## src/seqPkg.sv

```systemverilog
`default_nettype none

package seqPkg;

  localparam int pcWidth = 14;
  localparam int instrWidth = 18;
  localparam int bodyLenWidth = 4;
  localparam int iterWidth = 10;

  typedef enum logic [3:0] {
    opNop  = 4'h0,
    opJump = 4'h1,
    opCall = 4'h2,
    opRts  = 4'h3,
    opDo   = 4'h4
  } opcode_t;

  typedef enum logic [1:0] {
    selInc,
    selJump,
    selStack,
    selHold
  } seqSel_t;

  // jump target or loop setup, same 14 bits
  typedef union packed {
    logic [pcWidth-1:0] target;
    struct packed {
      logic [bodyLenWidth-1:0] bodyLen;
      logic [iterWidth-1:0]    iterCount;
    } loopArgs;
  } instrPayload_u;

  typedef struct packed {
    opcode_t       opcode;
    instrPayload_u payload;
  } instr_t;

endpackage

`default_nettype wire

```

## src/pcStackIf.sv

```systemverilog
`timescale 1ns/1ps
`default_nettype none

interface pcStackIf;

  logic                       push;
  logic                       pop;
  logic [seqPkg::pcWidth-1:0] pushData;
  logic [seqPkg::pcWidth-1:0] top;
  logic                       full;
  logic                       empty;
  logic                       has1;

  modport ctrl (output push, pop, pushData, input top, full, empty, has1);
  modport stack (input push, pop, pushData, output top, full, empty, has1);

endinterface

`default_nettype wire

```

## src/pcStackRam.sv

```systemverilog
`timescale 1ns/1ps
`default_nettype none

module pcStackRam #(
  parameter int stackDepthLog2 = 4
) (
  input  wire logic                        PCSCLK,
  input  wire logic                        we,
  input  wire logic [stackDepthLog2-1:0]   wAddr,
  input  wire logic [seqPkg::pcWidth-1:0]  wData,
  input  wire logic [stackDepthLog2-1:0]   rAddr,
  output logic      [seqPkg::pcWidth-1:0]  rData
);

  localparam int depth = 2 ** stackDepthLog2;

  logic [seqPkg::pcWidth-1:0] cells [depth];

  always_ff @(posedge PCSCLK) begin
    if (we) begin
      cells[wAddr] <= wData;
    end
  end

  assign rData = cells[rAddr]; // top of stack, no read latency

endmodule

`default_nettype wire

```

## src/pcStack.sv

```systemverilog
`timescale 1ns/1ps
`default_nettype none

module pcStack #(
  parameter int stackDepthLog2 = 4
) (
  input wire logic PCSCLK,
  input wire logic T_RST,
  input wire logic hold,
  pcStackIf.stack  stk
);

  // one extra bit so that all ones means empty
  logic [stackDepthLog2:0] ptr;
  logic [stackDepthLog2:0] ptrUp;
  logic [stackDepthLog2:0] ptrDown;
  logic                    doPush;
  logic                    doPop;

  assign doPush = stk.push && !stk.full;
  assign doPop  = stk.pop && !stk.empty;

  assign ptrUp   = ptr + 1'b1;
  assign ptrDown = ptr - 1'b1;

  always_ff @(posedge PCSCLK or posedge T_RST) begin
    if (T_RST) begin
      ptr <= '1;
    end else if (!hold) begin
      if (doPush) begin
        ptr <= ptrUp;
      end else if (doPop) begin
        ptr <= ptrDown;
      end
    end
  end

  assign stk.empty = ptr[stackDepthLog2];
  assign stk.full  = (ptr == {1'b0, {stackDepthLog2{1'b1}}});
  assign stk.has1  = (ptr == '0);

  pcStackRam #(
    .stackDepthLog2(stackDepthLog2)
  ) i_pcStackRam (
    .PCSCLK(PCSCLK),
    .we    (doPush && !hold),
    .wAddr (ptrUp[stackDepthLog2-1:0]), // write lands at the new top
    .wData (stk.pushData),
    .rAddr (ptr[stackDepthLog2-1:0]),
    .rData (stk.top)
  );

endmodule

`default_nettype wire

```

## src/loopCounter.sv

```systemverilog
`timescale 1ns/1ps
`default_nettype none

module loopCounter (
  input  wire logic                          PCSCLK,
  input  wire logic                          T_RST,
  input  wire logic                          hold,
  input  wire logic [seqPkg::pcWidth-1:0]    pc,
  input  wire logic                          loopLoad,
  input  wire logic [seqPkg::iterWidth-1:0]  loadCount,
  input  wire logic [seqPkg::pcWidth-1:0]    loadEnd,
  input  wire logic                          loopIter,
  input  wire logic                          loopExit,
  output logic                               loopActive,
  output logic                               atEnd,
  output logic                               lastIter
);

  logic [seqPkg::iterWidth-1:0] count;
  logic [seqPkg::pcWidth-1:0]   endAddr;

  always_ff @(posedge PCSCLK or posedge T_RST) begin
    if (T_RST) begin
      loopActive <= 1'b0;
    end else if (!hold) begin
      if (loopLoad) begin
        loopActive <= 1'b1;
      end else if (loopExit) begin
        loopActive <= 1'b0;
      end
    end
  end

  always_ff @(posedge PCSCLK) begin
    if (!hold) begin
      if (loopLoad) begin
        count   <= loadCount;
        endAddr <= loadEnd;
      end else if (loopIter) begin
        count <= count - 1'b1;
      end
    end
  end

  assign atEnd    = (pc == endAddr);
  assign lastIter = (count <= 1); // zero count runs once as well

endmodule

`default_nettype wire

```

## src/seqFsm.sv

```systemverilog
`timescale 1ns/1ps
`default_nettype none

module seqFsm (
  input  wire logic                          PCSCLK,
  input  wire logic                          T_RST,
  input  wire logic                          hold,
  input  wire seqPkg::instr_t                instrWord,
  input  wire logic [seqPkg::pcWidth-1:0]    pc,
  input  wire logic                          loopActive,
  input  wire logic                          atEnd,
  input  wire logic                          lastIter,
  pcStackIf.ctrl                             ctl,
  output seqPkg::seqSel_t                    nextSel,
  output logic      [seqPkg::pcWidth-1:0]    jumpTarget,
  output logic                               loopLoad,
  output logic      [seqPkg::iterWidth-1:0]  loadCount,
  output logic      [seqPkg::pcWidth-1:0]    loadEnd,
  output logic                               loopIter,
  output logic                               loopExit,
  output logic                               overflow,
  output logic                               underflow
);

  typedef enum logic [1:0] {
    stReset,
    stRun,
    stInLoop
  } state_t;

  state_t                           state;
  state_t                           stateNext;
  logic   [seqPkg::bodyLenWidth-1:0] bodyLen;
  logic                             rtsEmpty;

  assign bodyLen    = instrWord.payload.loopArgs.bodyLen;
  assign jumpTarget = instrWord.payload.target;
  assign loadCount  = instrWord.payload.loopArgs.iterCount;
  assign loadEnd    = pc + {{(seqPkg::pcWidth - seqPkg::bodyLenWidth){1'b0}}, bodyLen};

  always_comb begin
    nextSel  = seqPkg::selInc;
    ctl.push = 1'b0;
    ctl.pop  = 1'b0;
    loopLoad = 1'b0;
    loopIter = 1'b0;
    loopExit = 1'b0;
    rtsEmpty = 1'b0;
    if (state == stReset) begin
      nextSel = seqPkg::selHold;
    end else if (loopActive && atEnd) begin
      // end marker beats the opcode
      if (!lastIter) begin
        nextSel  = seqPkg::selStack;
        loopIter = 1'b1;
      end else begin
        ctl.pop  = 1'b1;
        loopExit = 1'b1;
      end
    end else begin
      case (instrWord.opcode)
        seqPkg::opJump: nextSel = seqPkg::selJump;
        seqPkg::opCall: begin
          ctl.push = 1'b1;
          nextSel  = seqPkg::selJump;
        end
        seqPkg::opRts: begin
          ctl.pop = 1'b1; // stack drops it when empty
          if (ctl.empty) begin
            rtsEmpty = 1'b1;
          end else begin
            nextSel = seqPkg::selStack;
          end
        end
        seqPkg::opDo: begin
          if (state == stRun && bodyLen != '0) begin
            ctl.push = 1'b1;
            loopLoad = 1'b1;
          end
        end
        default: nextSel = seqPkg::selInc;
      endcase
    end
  end

  always_comb begin
    stateNext = state;
    case (state)
      stReset:  stateNext = stRun;
      stRun:    if (loopLoad) stateNext = stInLoop;
      stInLoop: if (loopExit) stateNext = stRun;
      default:  stateNext = stReset;
    endcase
  end

  always_ff @(posedge PCSCLK or posedge T_RST) begin
    if (T_RST) begin
      state     <= stReset;
      overflow  <= 1'b0;
      underflow <= 1'b0;
    end else if (!hold) begin
      state <= stateNext;
      if (ctl.push && ctl.full) begin
        overflow <= 1'b1; // lost return address
      end
      if (rtsEmpty) begin
        underflow <= 1'b1;
      end
    end
  end

endmodule

`default_nettype wire

```

## src/pcGen.sv

```systemverilog
`timescale 1ns/1ps
`default_nettype none

module pcGen (
  input  wire logic                        PCSCLK,
  input  wire logic                        T_RST,
  input  wire logic                        hold,
  input  wire seqPkg::seqSel_t             nextSel,
  input  wire logic [seqPkg::pcWidth-1:0]  jumpTarget,
  pcStackIf.ctrl                           ctl,
  output logic      [seqPkg::pcWidth-1:0]  pc
);

  logic [seqPkg::pcWidth-1:0] pcInc;
  logic [seqPkg::pcWidth-1:0] pcNext;

  assign pcInc        = pc + 1'b1;
  assign ctl.pushData = pcInc; // return address for CALL and DO

  always_comb begin
    case (nextSel)
      seqPkg::selInc:   pcNext = pcInc;
      seqPkg::selJump:  pcNext = jumpTarget;
      seqPkg::selStack: pcNext = ctl.top;
      default:          pcNext = pc;
    endcase
  end

  always_ff @(posedge PCSCLK or posedge T_RST) begin
    if (T_RST) begin
      pc <= '0;
    end else if (!hold) begin
      pc <= pcNext;
    end
  end

endmodule

`default_nettype wire

```

## src/seqTop.sv

```systemverilog
`timescale 1ns/1ps
`default_nettype none

module seqTop #(
  parameter int stackDepthLog2 = 4
) (
  input  wire logic                           PCSCLK,
  input  wire logic                           T_RST,
  input  wire logic                           hold,
  input  wire logic [seqPkg::instrWidth-1:0]  instrWord,
  output logic      [seqPkg::pcWidth-1:0]     fetchAddr,
  output logic                                stackFull,
  output logic                                stackEmpty,
  output logic                                stackHas1,
  output logic                                overflow,
  output logic                                underflow,
  output logic                                loopActive
);

  pcStackIf stkBus ();

  logic [seqPkg::pcWidth-1:0]   pc;
  seqPkg::seqSel_t              nextSel;
  logic [seqPkg::pcWidth-1:0]   jumpTarget;
  logic                         loopLoad;
  logic [seqPkg::iterWidth-1:0] loadCount;
  logic [seqPkg::pcWidth-1:0]   loadEnd;
  logic                         loopIter;
  logic                         loopExit;
  logic                         atEnd;
  logic                         lastIter;

  pcStack #(
    .stackDepthLog2(stackDepthLog2)
  ) i_pcStack (
    .PCSCLK(PCSCLK),
    .T_RST (T_RST),
    .hold  (hold),
    .stk   (stkBus.stack)
  );

  loopCounter i_loopCounter (
    .PCSCLK    (PCSCLK),
    .T_RST     (T_RST),
    .hold      (hold),
    .pc        (pc),
    .loopLoad  (loopLoad),
    .loadCount (loadCount),
    .loadEnd   (loadEnd),
    .loopIter  (loopIter),
    .loopExit  (loopExit),
    .loopActive(loopActive),
    .atEnd     (atEnd),
    .lastIter  (lastIter)
  );

  seqFsm i_seqFsm (
    .PCSCLK    (PCSCLK),
    .T_RST     (T_RST),
    .hold      (hold),
    .instrWord (seqPkg::instr_t'(instrWord)),
    .pc        (pc),
    .loopActive(loopActive),
    .atEnd     (atEnd),
    .lastIter  (lastIter),
    .ctl       (stkBus.ctrl),
    .nextSel   (nextSel),
    .jumpTarget(jumpTarget),
    .loopLoad  (loopLoad),
    .loadCount (loadCount),
    .loadEnd   (loadEnd),
    .loopIter  (loopIter),
    .loopExit  (loopExit),
    .overflow  (overflow),
    .underflow (underflow)
  );

  pcGen i_pcGen (
    .PCSCLK    (PCSCLK),
    .T_RST     (T_RST),
    .hold      (hold),
    .nextSel   (nextSel),
    .jumpTarget(jumpTarget),
    .ctl       (stkBus.ctrl), // drives pushData only
    .pc        (pc)
  );

  assign fetchAddr  = pc;
  assign stackFull  = stkBus.full;
  assign stackEmpty = stkBus.empty;
  assign stackHas1  = stkBus.has1;

endmodule

`default_nettype wire

```

## config.mk

```make
export PLATFORM = sky130hd
export DESIGN_NAME = seqTop
export DESIGN_NICKNAME = d
export VERILOG_FILES = /design/src/seqPkg.sv /design/src/pcStackIf.sv /design/src/pcStackRam.sv /design/src/pcStack.sv /design/src/loopCounter.sv /design/src/seqFsm.sv /design/src/pcGen.sv /design/src/seqTop.sv
export SDC_FILE = /design/constraint.sdc
export NUM_CORES = 1
export LEC_CHECK = 0
export BUFFER_PORTS_ARGS = -buffer_cell sky130_fd_sc_hd__buf_2
export CAP_MARGIN = 10
export CORE_MARGIN = 3
export CORE_UTILIZATION = 60
export DETAILED_ROUTE_END_ITERATION = 10
export PLACE_DENSITY = 0.75
export SETUP_SLACK_MARGIN = 0.4
export SYNTH_ARGS = -nofsm -noshare
export SYNTH_HDL_FRONTEND = slang
export SYNTH_SLANG_ARGS = --single-unit
```

## constraint.sdc

```tcl
create_clock -name PCSCLK -period 6.1 [get_ports PCSCLK]
set_input_delay 0.305 -clock PCSCLK [delete_from_list [all_inputs] [get_ports PCSCLK]]
set_output_delay 0.305 -clock PCSCLK [all_outputs]
set_load 0.01 [all_outputs]
```

# Word level (Yosys, flattened, before mapping)
# Memories as Yosys holds them, arrays and structs flattened.
# Cells that the tools add are included.
dict set report word_totals {
  ff_bits 48
  ram_bits 224
  output_inout_bits 20
  n_memories 1
}
# name depth width rd rd_clocked_by_memory_dff write_ports line_no
set mem_list {}
lappend mem_list {i_pcStack.i_pcStackRam.cells 16 14 1 0 1 pcStackRam.sv:17} ;# logic [seqPkg::pcWidth-1:0] cells [depth];
dict set report op_classes {
  addsub 5
  n_lt_le_gt_ge 1
  n_eq_ne 12
  muxes 37
  bitwise 1
  n_reduce_logical 26
}
# operator count
set ops {}
lappend ops {{$pmux 14 s3} 1}
lappend ops {{$mux 1} 23}
lappend ops {{$mux 10} 2}
lappend ops {{$add 14x1->14 const B} 1}
lappend ops {{$add 14x4->14} 1}
lappend ops {{$eq 14x14->1} 1}
lappend ops {{$reduce_and 2->1} 7}
lappend ops {{$mux 2} 6}
lappend ops {{$le 10x1->1 const B} 1}
lappend ops {{$mux 5} 2}
lappend ops {{$sub 10x1->10 const B} 1}
lappend ops {{$eq 4x2->1 const B} 2}
lappend ops {{$logic_and 1x1->1} 6}
lappend ops {{$pmux 2 s3} 1}
lappend ops {{$reduce_bool 2->1} 3}
lappend ops {{$add 5x1->5 const B} 1}
lappend ops {{$eq 5x4->1 const B} 1}
lappend ops {{$logic_not 5->1} 1}
lappend ops {{$sub 5x1->5 const B} 1}
lappend ops {{$eq 2x1->1 const B} 2}
lappend ops {{$eq 2x2->1 const B} 2}
lappend ops {{$eq 4x1->1 const B} 1}
lappend ops {{$eq 4x3->1 const B} 1}
lappend ops {{$logic_not 2->1} 2}
lappend ops {{other kinds (9)} 12}

# Longest topological paths before layout
dict set report depth {
  ltp_word 10
  mapped_depth 14
  depth_no_buf 11
}

# Worst setup path after synthesis
# Ideal clock, no wire load.
dict set report synth_timing {
  kind {register to register}
  startpoint {reg i_pcStack.ptr[2]}
  endpoint {mem i_pcStack.i_pcStackRam.cells[12][0] in the netlist's numbering (enable)}
  setup_time_ns 0.421
  arrival_ns 3.620
  required_time_ns 5.679
  setup_slack_ns 2.059
  stages_incl_launch_ff 12
  path_cell_list {dfstp_2 buf_2 buf_2 buf_2 clkbuf_1 and3_1 ha_1 nor3_1 nand3_1 or2_1 buf_4 nor4_1}
}
dict set report synth_via {
  elab_chain_cells 6
}
# item line_no
set synth_lines {}
lappend synth_lines {{start: declaration} pcStack.sv:14} ;# logic [stackDepthLog2:0] ptr;
lappend synth_lines {{start signal: assignment} pcStack.sv:31} ;# ptr <= ptrUp;
lappend synth_lines {{start signal: assignment} pcStack.sv:33} ;# ptr <= ptrDown;
lappend synth_lines {{$eq 5x4->1} pcStack.sv:39} ;# assign stk.full = (ptr == {1'b0, {stackDepthLog2{1'b1}}});
lappend synth_lines {{via stackFull} seqTop.sv:12} ;# output logic stackFull,
lappend synth_lines {{$logic_not 1->1} pcStack.sv:20} ;# assign doPush = stk.push && !stk.full;
lappend synth_lines {{$logic_and 1x1->1} pcStack.sv:20}
lappend synth_lines {{$logic_and 1x1->1} pcStack.sv:46} ;# .we (doPush && !hold),
lappend synth_lines {{$mux 1} pcStackRam.sv:20} ;# if (we) begin
lappend synth_lines {{$mux 1 (implied by the code)} pcStackRam.sv:21} ;# cells[wAddr] <= wData;
lappend synth_lines {{end: declaration} pcStackRam.sv:17}
# The timed path passes the listed nets, and every way through them passes these cells.

# Worst setup path after layout
dict set report layout_timing {
  startpoint {reg i_pcStack.ptr[1]}
  endpoint {mem i_pcStack.i_pcStackRam.cells[6][13] in the netlist's numbering (enable)}
}
dict set report layout_via {
  elab_chain_cells 6
}
# item line_no
set layout_lines {}
lappend layout_lines {{$eq 5x4->1} pcStack.sv:39}
lappend layout_lines {{$logic_not 1->1} pcStack.sv:20}
lappend layout_lines {{$logic_and 1x1->1} pcStack.sv:20}
lappend layout_lines {{$logic_and 1x1->1} pcStack.sv:46}
lappend layout_lines {{$mux 1} pcStackRam.sv:20}
lappend layout_lines {{$mux 1 (implied by the code)} pcStackRam.sv:21}
# Parallel ways exist; a longest one is shown, timed or not.

==> run summary <==
- final number of setup-violating endpoints: 0
- CTS tree: built
- Worst Tran Pin Value: 1200 ps
- RSZ-0062 raised after global routing: false
- critical path start-end classification: reg -> reg
- instance count of the mapped netlist: 685
- number of global-route vias before repair: 6,495
- Ys Warns: 0
- sequential share of power: 0.443
- f_max: 252 MHz
- worst setup slack for register-to-register paths: 2130 ps
- commonest non-fill, non-tap cell in the layout: sky130_fd_sc_hd__edfxtp_1
- remaining number of nets flagged by the antenna check after routing: 0
- GRT Util Overall: 0.238
- Post-route DRC: 0
- post-detail-place hpwl: 16,300 um
- total number of nets in the final design: 776
- Post-Route Skew: 12.1 ps
- cell-by-cell trace of the critical path: buf_4, and3_1, xnor2_1, nand2b_1, nor3_2
- most used cells in the layout excluding fill and tap cells: 248 x sky130_fd_sc_hd__edfxtp_1, 61 x sky130_fd_sc_hd__mux4_2, 40 x sky130_fd_sc_hd__buf_2
- internal power component: 4.21 mW
- Top Family by Delay on Critical Path: simple AND/OR/NAND/NOR gates
- Floorplan Core Area: 19,100 sq um
- latest clock arrival within the worst-skew pair: 520 ps
- number of buffers created by CTS: 27
- combinational fraction of design power: 0.283
- first-pass GRT wire length: 39,300 um
- total global routing overflow: 0
- worst-case headroom to the max-slew limit: 0.199
- Worst Path Buf+Inv: 1
- status: complete, no violations
- RR Startpoint: i_pcStack.ptr[1]
- switch share: 0.317
- EDFF count, synth: 248
- layout overhead on the synthesized area: 12.3%
- # H-tree levels: 1
- effective utilization at floorplan: 0.624
- power dissipated by switching net loads: 1.95 mW
- cts hold-fix bufs: 0
- aggregate routed wire length: 25,400 um
- sequential-to-total area share from yosys stat: 0.676
- area of the die: 21,600 sq um
- fraction of final layout cells with drive strength greater than 1: 0.255
- global placement routability congestion: 0.909
- CTS clk-pin slew, worst paths: 60 ps
- maximum number of pins on one net before global-route repair: 46
- Worst Path Arrival: 4100 ps
- number of slew-limit violations in the final report: 0
- chip height: 147 um
- type of element capturing the critical path: flop
- Crit Reg-Reg Endpoint: i_pcStack.i_pcStackRam.cells[6][13]
- master cell of the clock root buffer: sky130_fd_sc_hd__clkbuf_16
- syn nets: 723
- critical path's slowest cell: sky130_fd_sc_hd__dfstp_2
- FF-to-FF path depth: 5
- time the worst path needs with I/O delays and setup: 3970 ps
- number of synthesized register bits: 272
- Chip Width: 147 um
- Post-CTS Setup Repair Bufs: 0
- share of async-settable or async-resettable flops after synthesis: 0.0882
- ratio of routed vias to standard cells: 6.32
- power density over the cells: 461 nW/um^2
- Maximum Capacitance Violations: 0
- boundary pin count: 41
- count of routing violations after the opening detailed-route iteration: 616
- via count: 6,435
- CP required: 6230 ps
- LEAKAGE: 4.45 nW
- detailed-router iteration count before antenna repair: 5
- Final Total Pwr: 6.16 mW
- Antenna Cells: 0
- clock power share: 0.274
- highest net fanout along the worst path: 34
- Slowest Stage Delay on Critical Path: 1020 ps
- type of origin of the critical path: flop
- flip-flop cell with the highest count after synthesis: sky130_fd_sc_hd__edfxtp_1
- number of hold-slack violations in the final timing report: 0
- IO Port Bufs: 40
- Cell Area, Synth: 11,900 sq um
- VDD IR max: 328 uV
- path class of the lowest-slack min-delay path: in -> async
- post-cts resize count: 0
- average routed wire per standard cell: 24.9 um
- number of antenna violations at the first check in global routing: 0
- Clock Sink Count: 272
- maximum buffer depth of the clock tree: 3
- number of placement rows: 50
- share of the cycle needed by the critical path after routing: 0.651
- Fin Setup TNS: 0 ps
- Post-Synthesis Mean Instance Area: 17.4 sq um
- count of unique library cells instantiated by Yosys: 62
cell families (layout without fill, tap and decap cells):
family,after synthesis,after routing,synth area share
buf+inv,59,132,0.0288
mux,71,71,0.133
xor+xnor,51,51,0.0375
flops,272,272,0.676
fa+ha+maj,17,17,0.0185
simple gates,142,142,0.0601
compound gates,73,73,0.0454
metal layers:
metal | GRT usage | vias to the layer above | share of wire
li1 | - | 2831 | -
met1 | 0.357 | 3281 | 0.41
met2 | 0.385 | 286 | 0.49
met3 | 0.0333 | 37 | 0.080
met4 | 0.0484 | 0 | 0.017
met5 | 0 | - | 0
cells in the mapped netlist (11+ instances only):
cell	count	area [sq um]
sky130_fd_sc_hd__xor2_1	13	114
sky130_fd_sc_hd__edfxtp_1	248	7450
sky130_fd_sc_hd__o22ai_1	11	68.8
sky130_fd_sc_hd__ha_1	16	200
sky130_fd_sc_hd__nand2_1	28	105
sky130_fd_sc_hd__dfrtp_1	19	475
sky130_fd_sc_hd__xnor2_1	38	333
sky130_fd_sc_hd__buf_2	21	105
sky130_fd_sc_hd__nand3_1	12	60.1
sky130_fd_sc_hd__mux4_2	61	1370
sky130_fd_sc_hd__nand2b_1	13	81.3
sky130_fd_sc_hd__inv_1	17	63.8
sky130_fd_sc_hd__nor2_1	36	135
sky130_fd_sc_hd__nor3_1	16	80.1
state kept, by name (all words and copies together) (netlist names):
name and count:
i_pcGen.pc 14, i_pcStack.ptr 5, i_seqFsm.underflow 1, i_loopCounter.loopActive 1
i_seqFsm.overflow 1, i_loopCounter.endAddr 14, i_pcStack.i_pcStackRam.cells 224, i_seqFsm.state 2
i_loopCounter.count 10
area by class of cell:
type | instances | area, sq um
clock buffer | 32 | 694
multi-input combinational | 354 | 3600
clock inverter | 17 | 214
tap | 260 | 325
sequential | 272 | 8050
fill | 1168 | 5710
timing repair buffer | 66 | 417
inverter | 17 | 63.8
worst register-to-register path, stage by stage (launching register included):
cell	delay, ps
sky130_fd_sc_hd__dfstp_2	1020
sky130_fd_sc_hd__buf_4	620
sky130_fd_sc_hd__and3_1	330
sky130_fd_sc_hd__xnor2_1	350
sky130_fd_sc_hd__nand2b_1	280
sky130_fd_sc_hd__nor3_2	990
how the worst max path moves through the flow:
stage / startpoint / to / slack, ps / depth (start not counted)
2_1_floorplan: i_pcStack.ptr[2] / i_pcStack.i_pcStackRam.cells[12][0] / 2060 / 11
3_3_place_gp: i_pcStack.ptr[1] / i_pcStack.i_pcStackRam.cells[6][8] / 2290 / 5
3_5_place_dp: i_pcStack.ptr[1] / i_pcStack.i_pcStackRam.cells[6][11] / 2150 / 5
4_1_cts: i_pcStack.ptr[1] / i_pcStack.i_pcStackRam.cells[2][2] / 2070 / 5
5_1_grt: i_pcStack.ptr[1] / i_pcStack.i_pcStackRam.cells[6][13] / 1810 / 5
6_report: i_pcStack.ptr[1] / i_pcStack.i_pcStackRam.cells[6][13] / 2130 / 5
power groups by stage:
| stage | logic (mW) | registers, mW | clock network, mW |
|---|---|---|---|
| 3_3_place_gp | 1.66 | 2.76 | 0 |
| 6_report | 1.75 | 2.73 | 1.69 |
| 2_1_floorplan | 1.34 | 2.59 | 0 |
| 3_5_place_dp | 1.72 | 2.76 | 0 |
| 5_1_grt | 1.89 | 2.75 | 1.79 |
| 4_1_cts | 1.74 | 2.73 | 1.71 |
through the flow:
step / cells / utilization / hold slack (ps) / setup slack [ps] / instance area (sq um)
2_1_floorplan: 685 / - / 316 / 2060 / 11900
3_3_place_gp: 963 / 0.650 / 460 / 2290 / 12400
3_5_place_dp: 963 / 0.650 / 459 / 2150 / 12400
4_1_cts: 1012 / 0.697 / 37.2 / 2070 / 13300
5_1_grt: 1018 / 0.701 / 79.1 / 1810 / 13400
6_report: 1018 / 0.701 / 21.5 / 2130 / 13400
(Power assumes the default switching activity.)
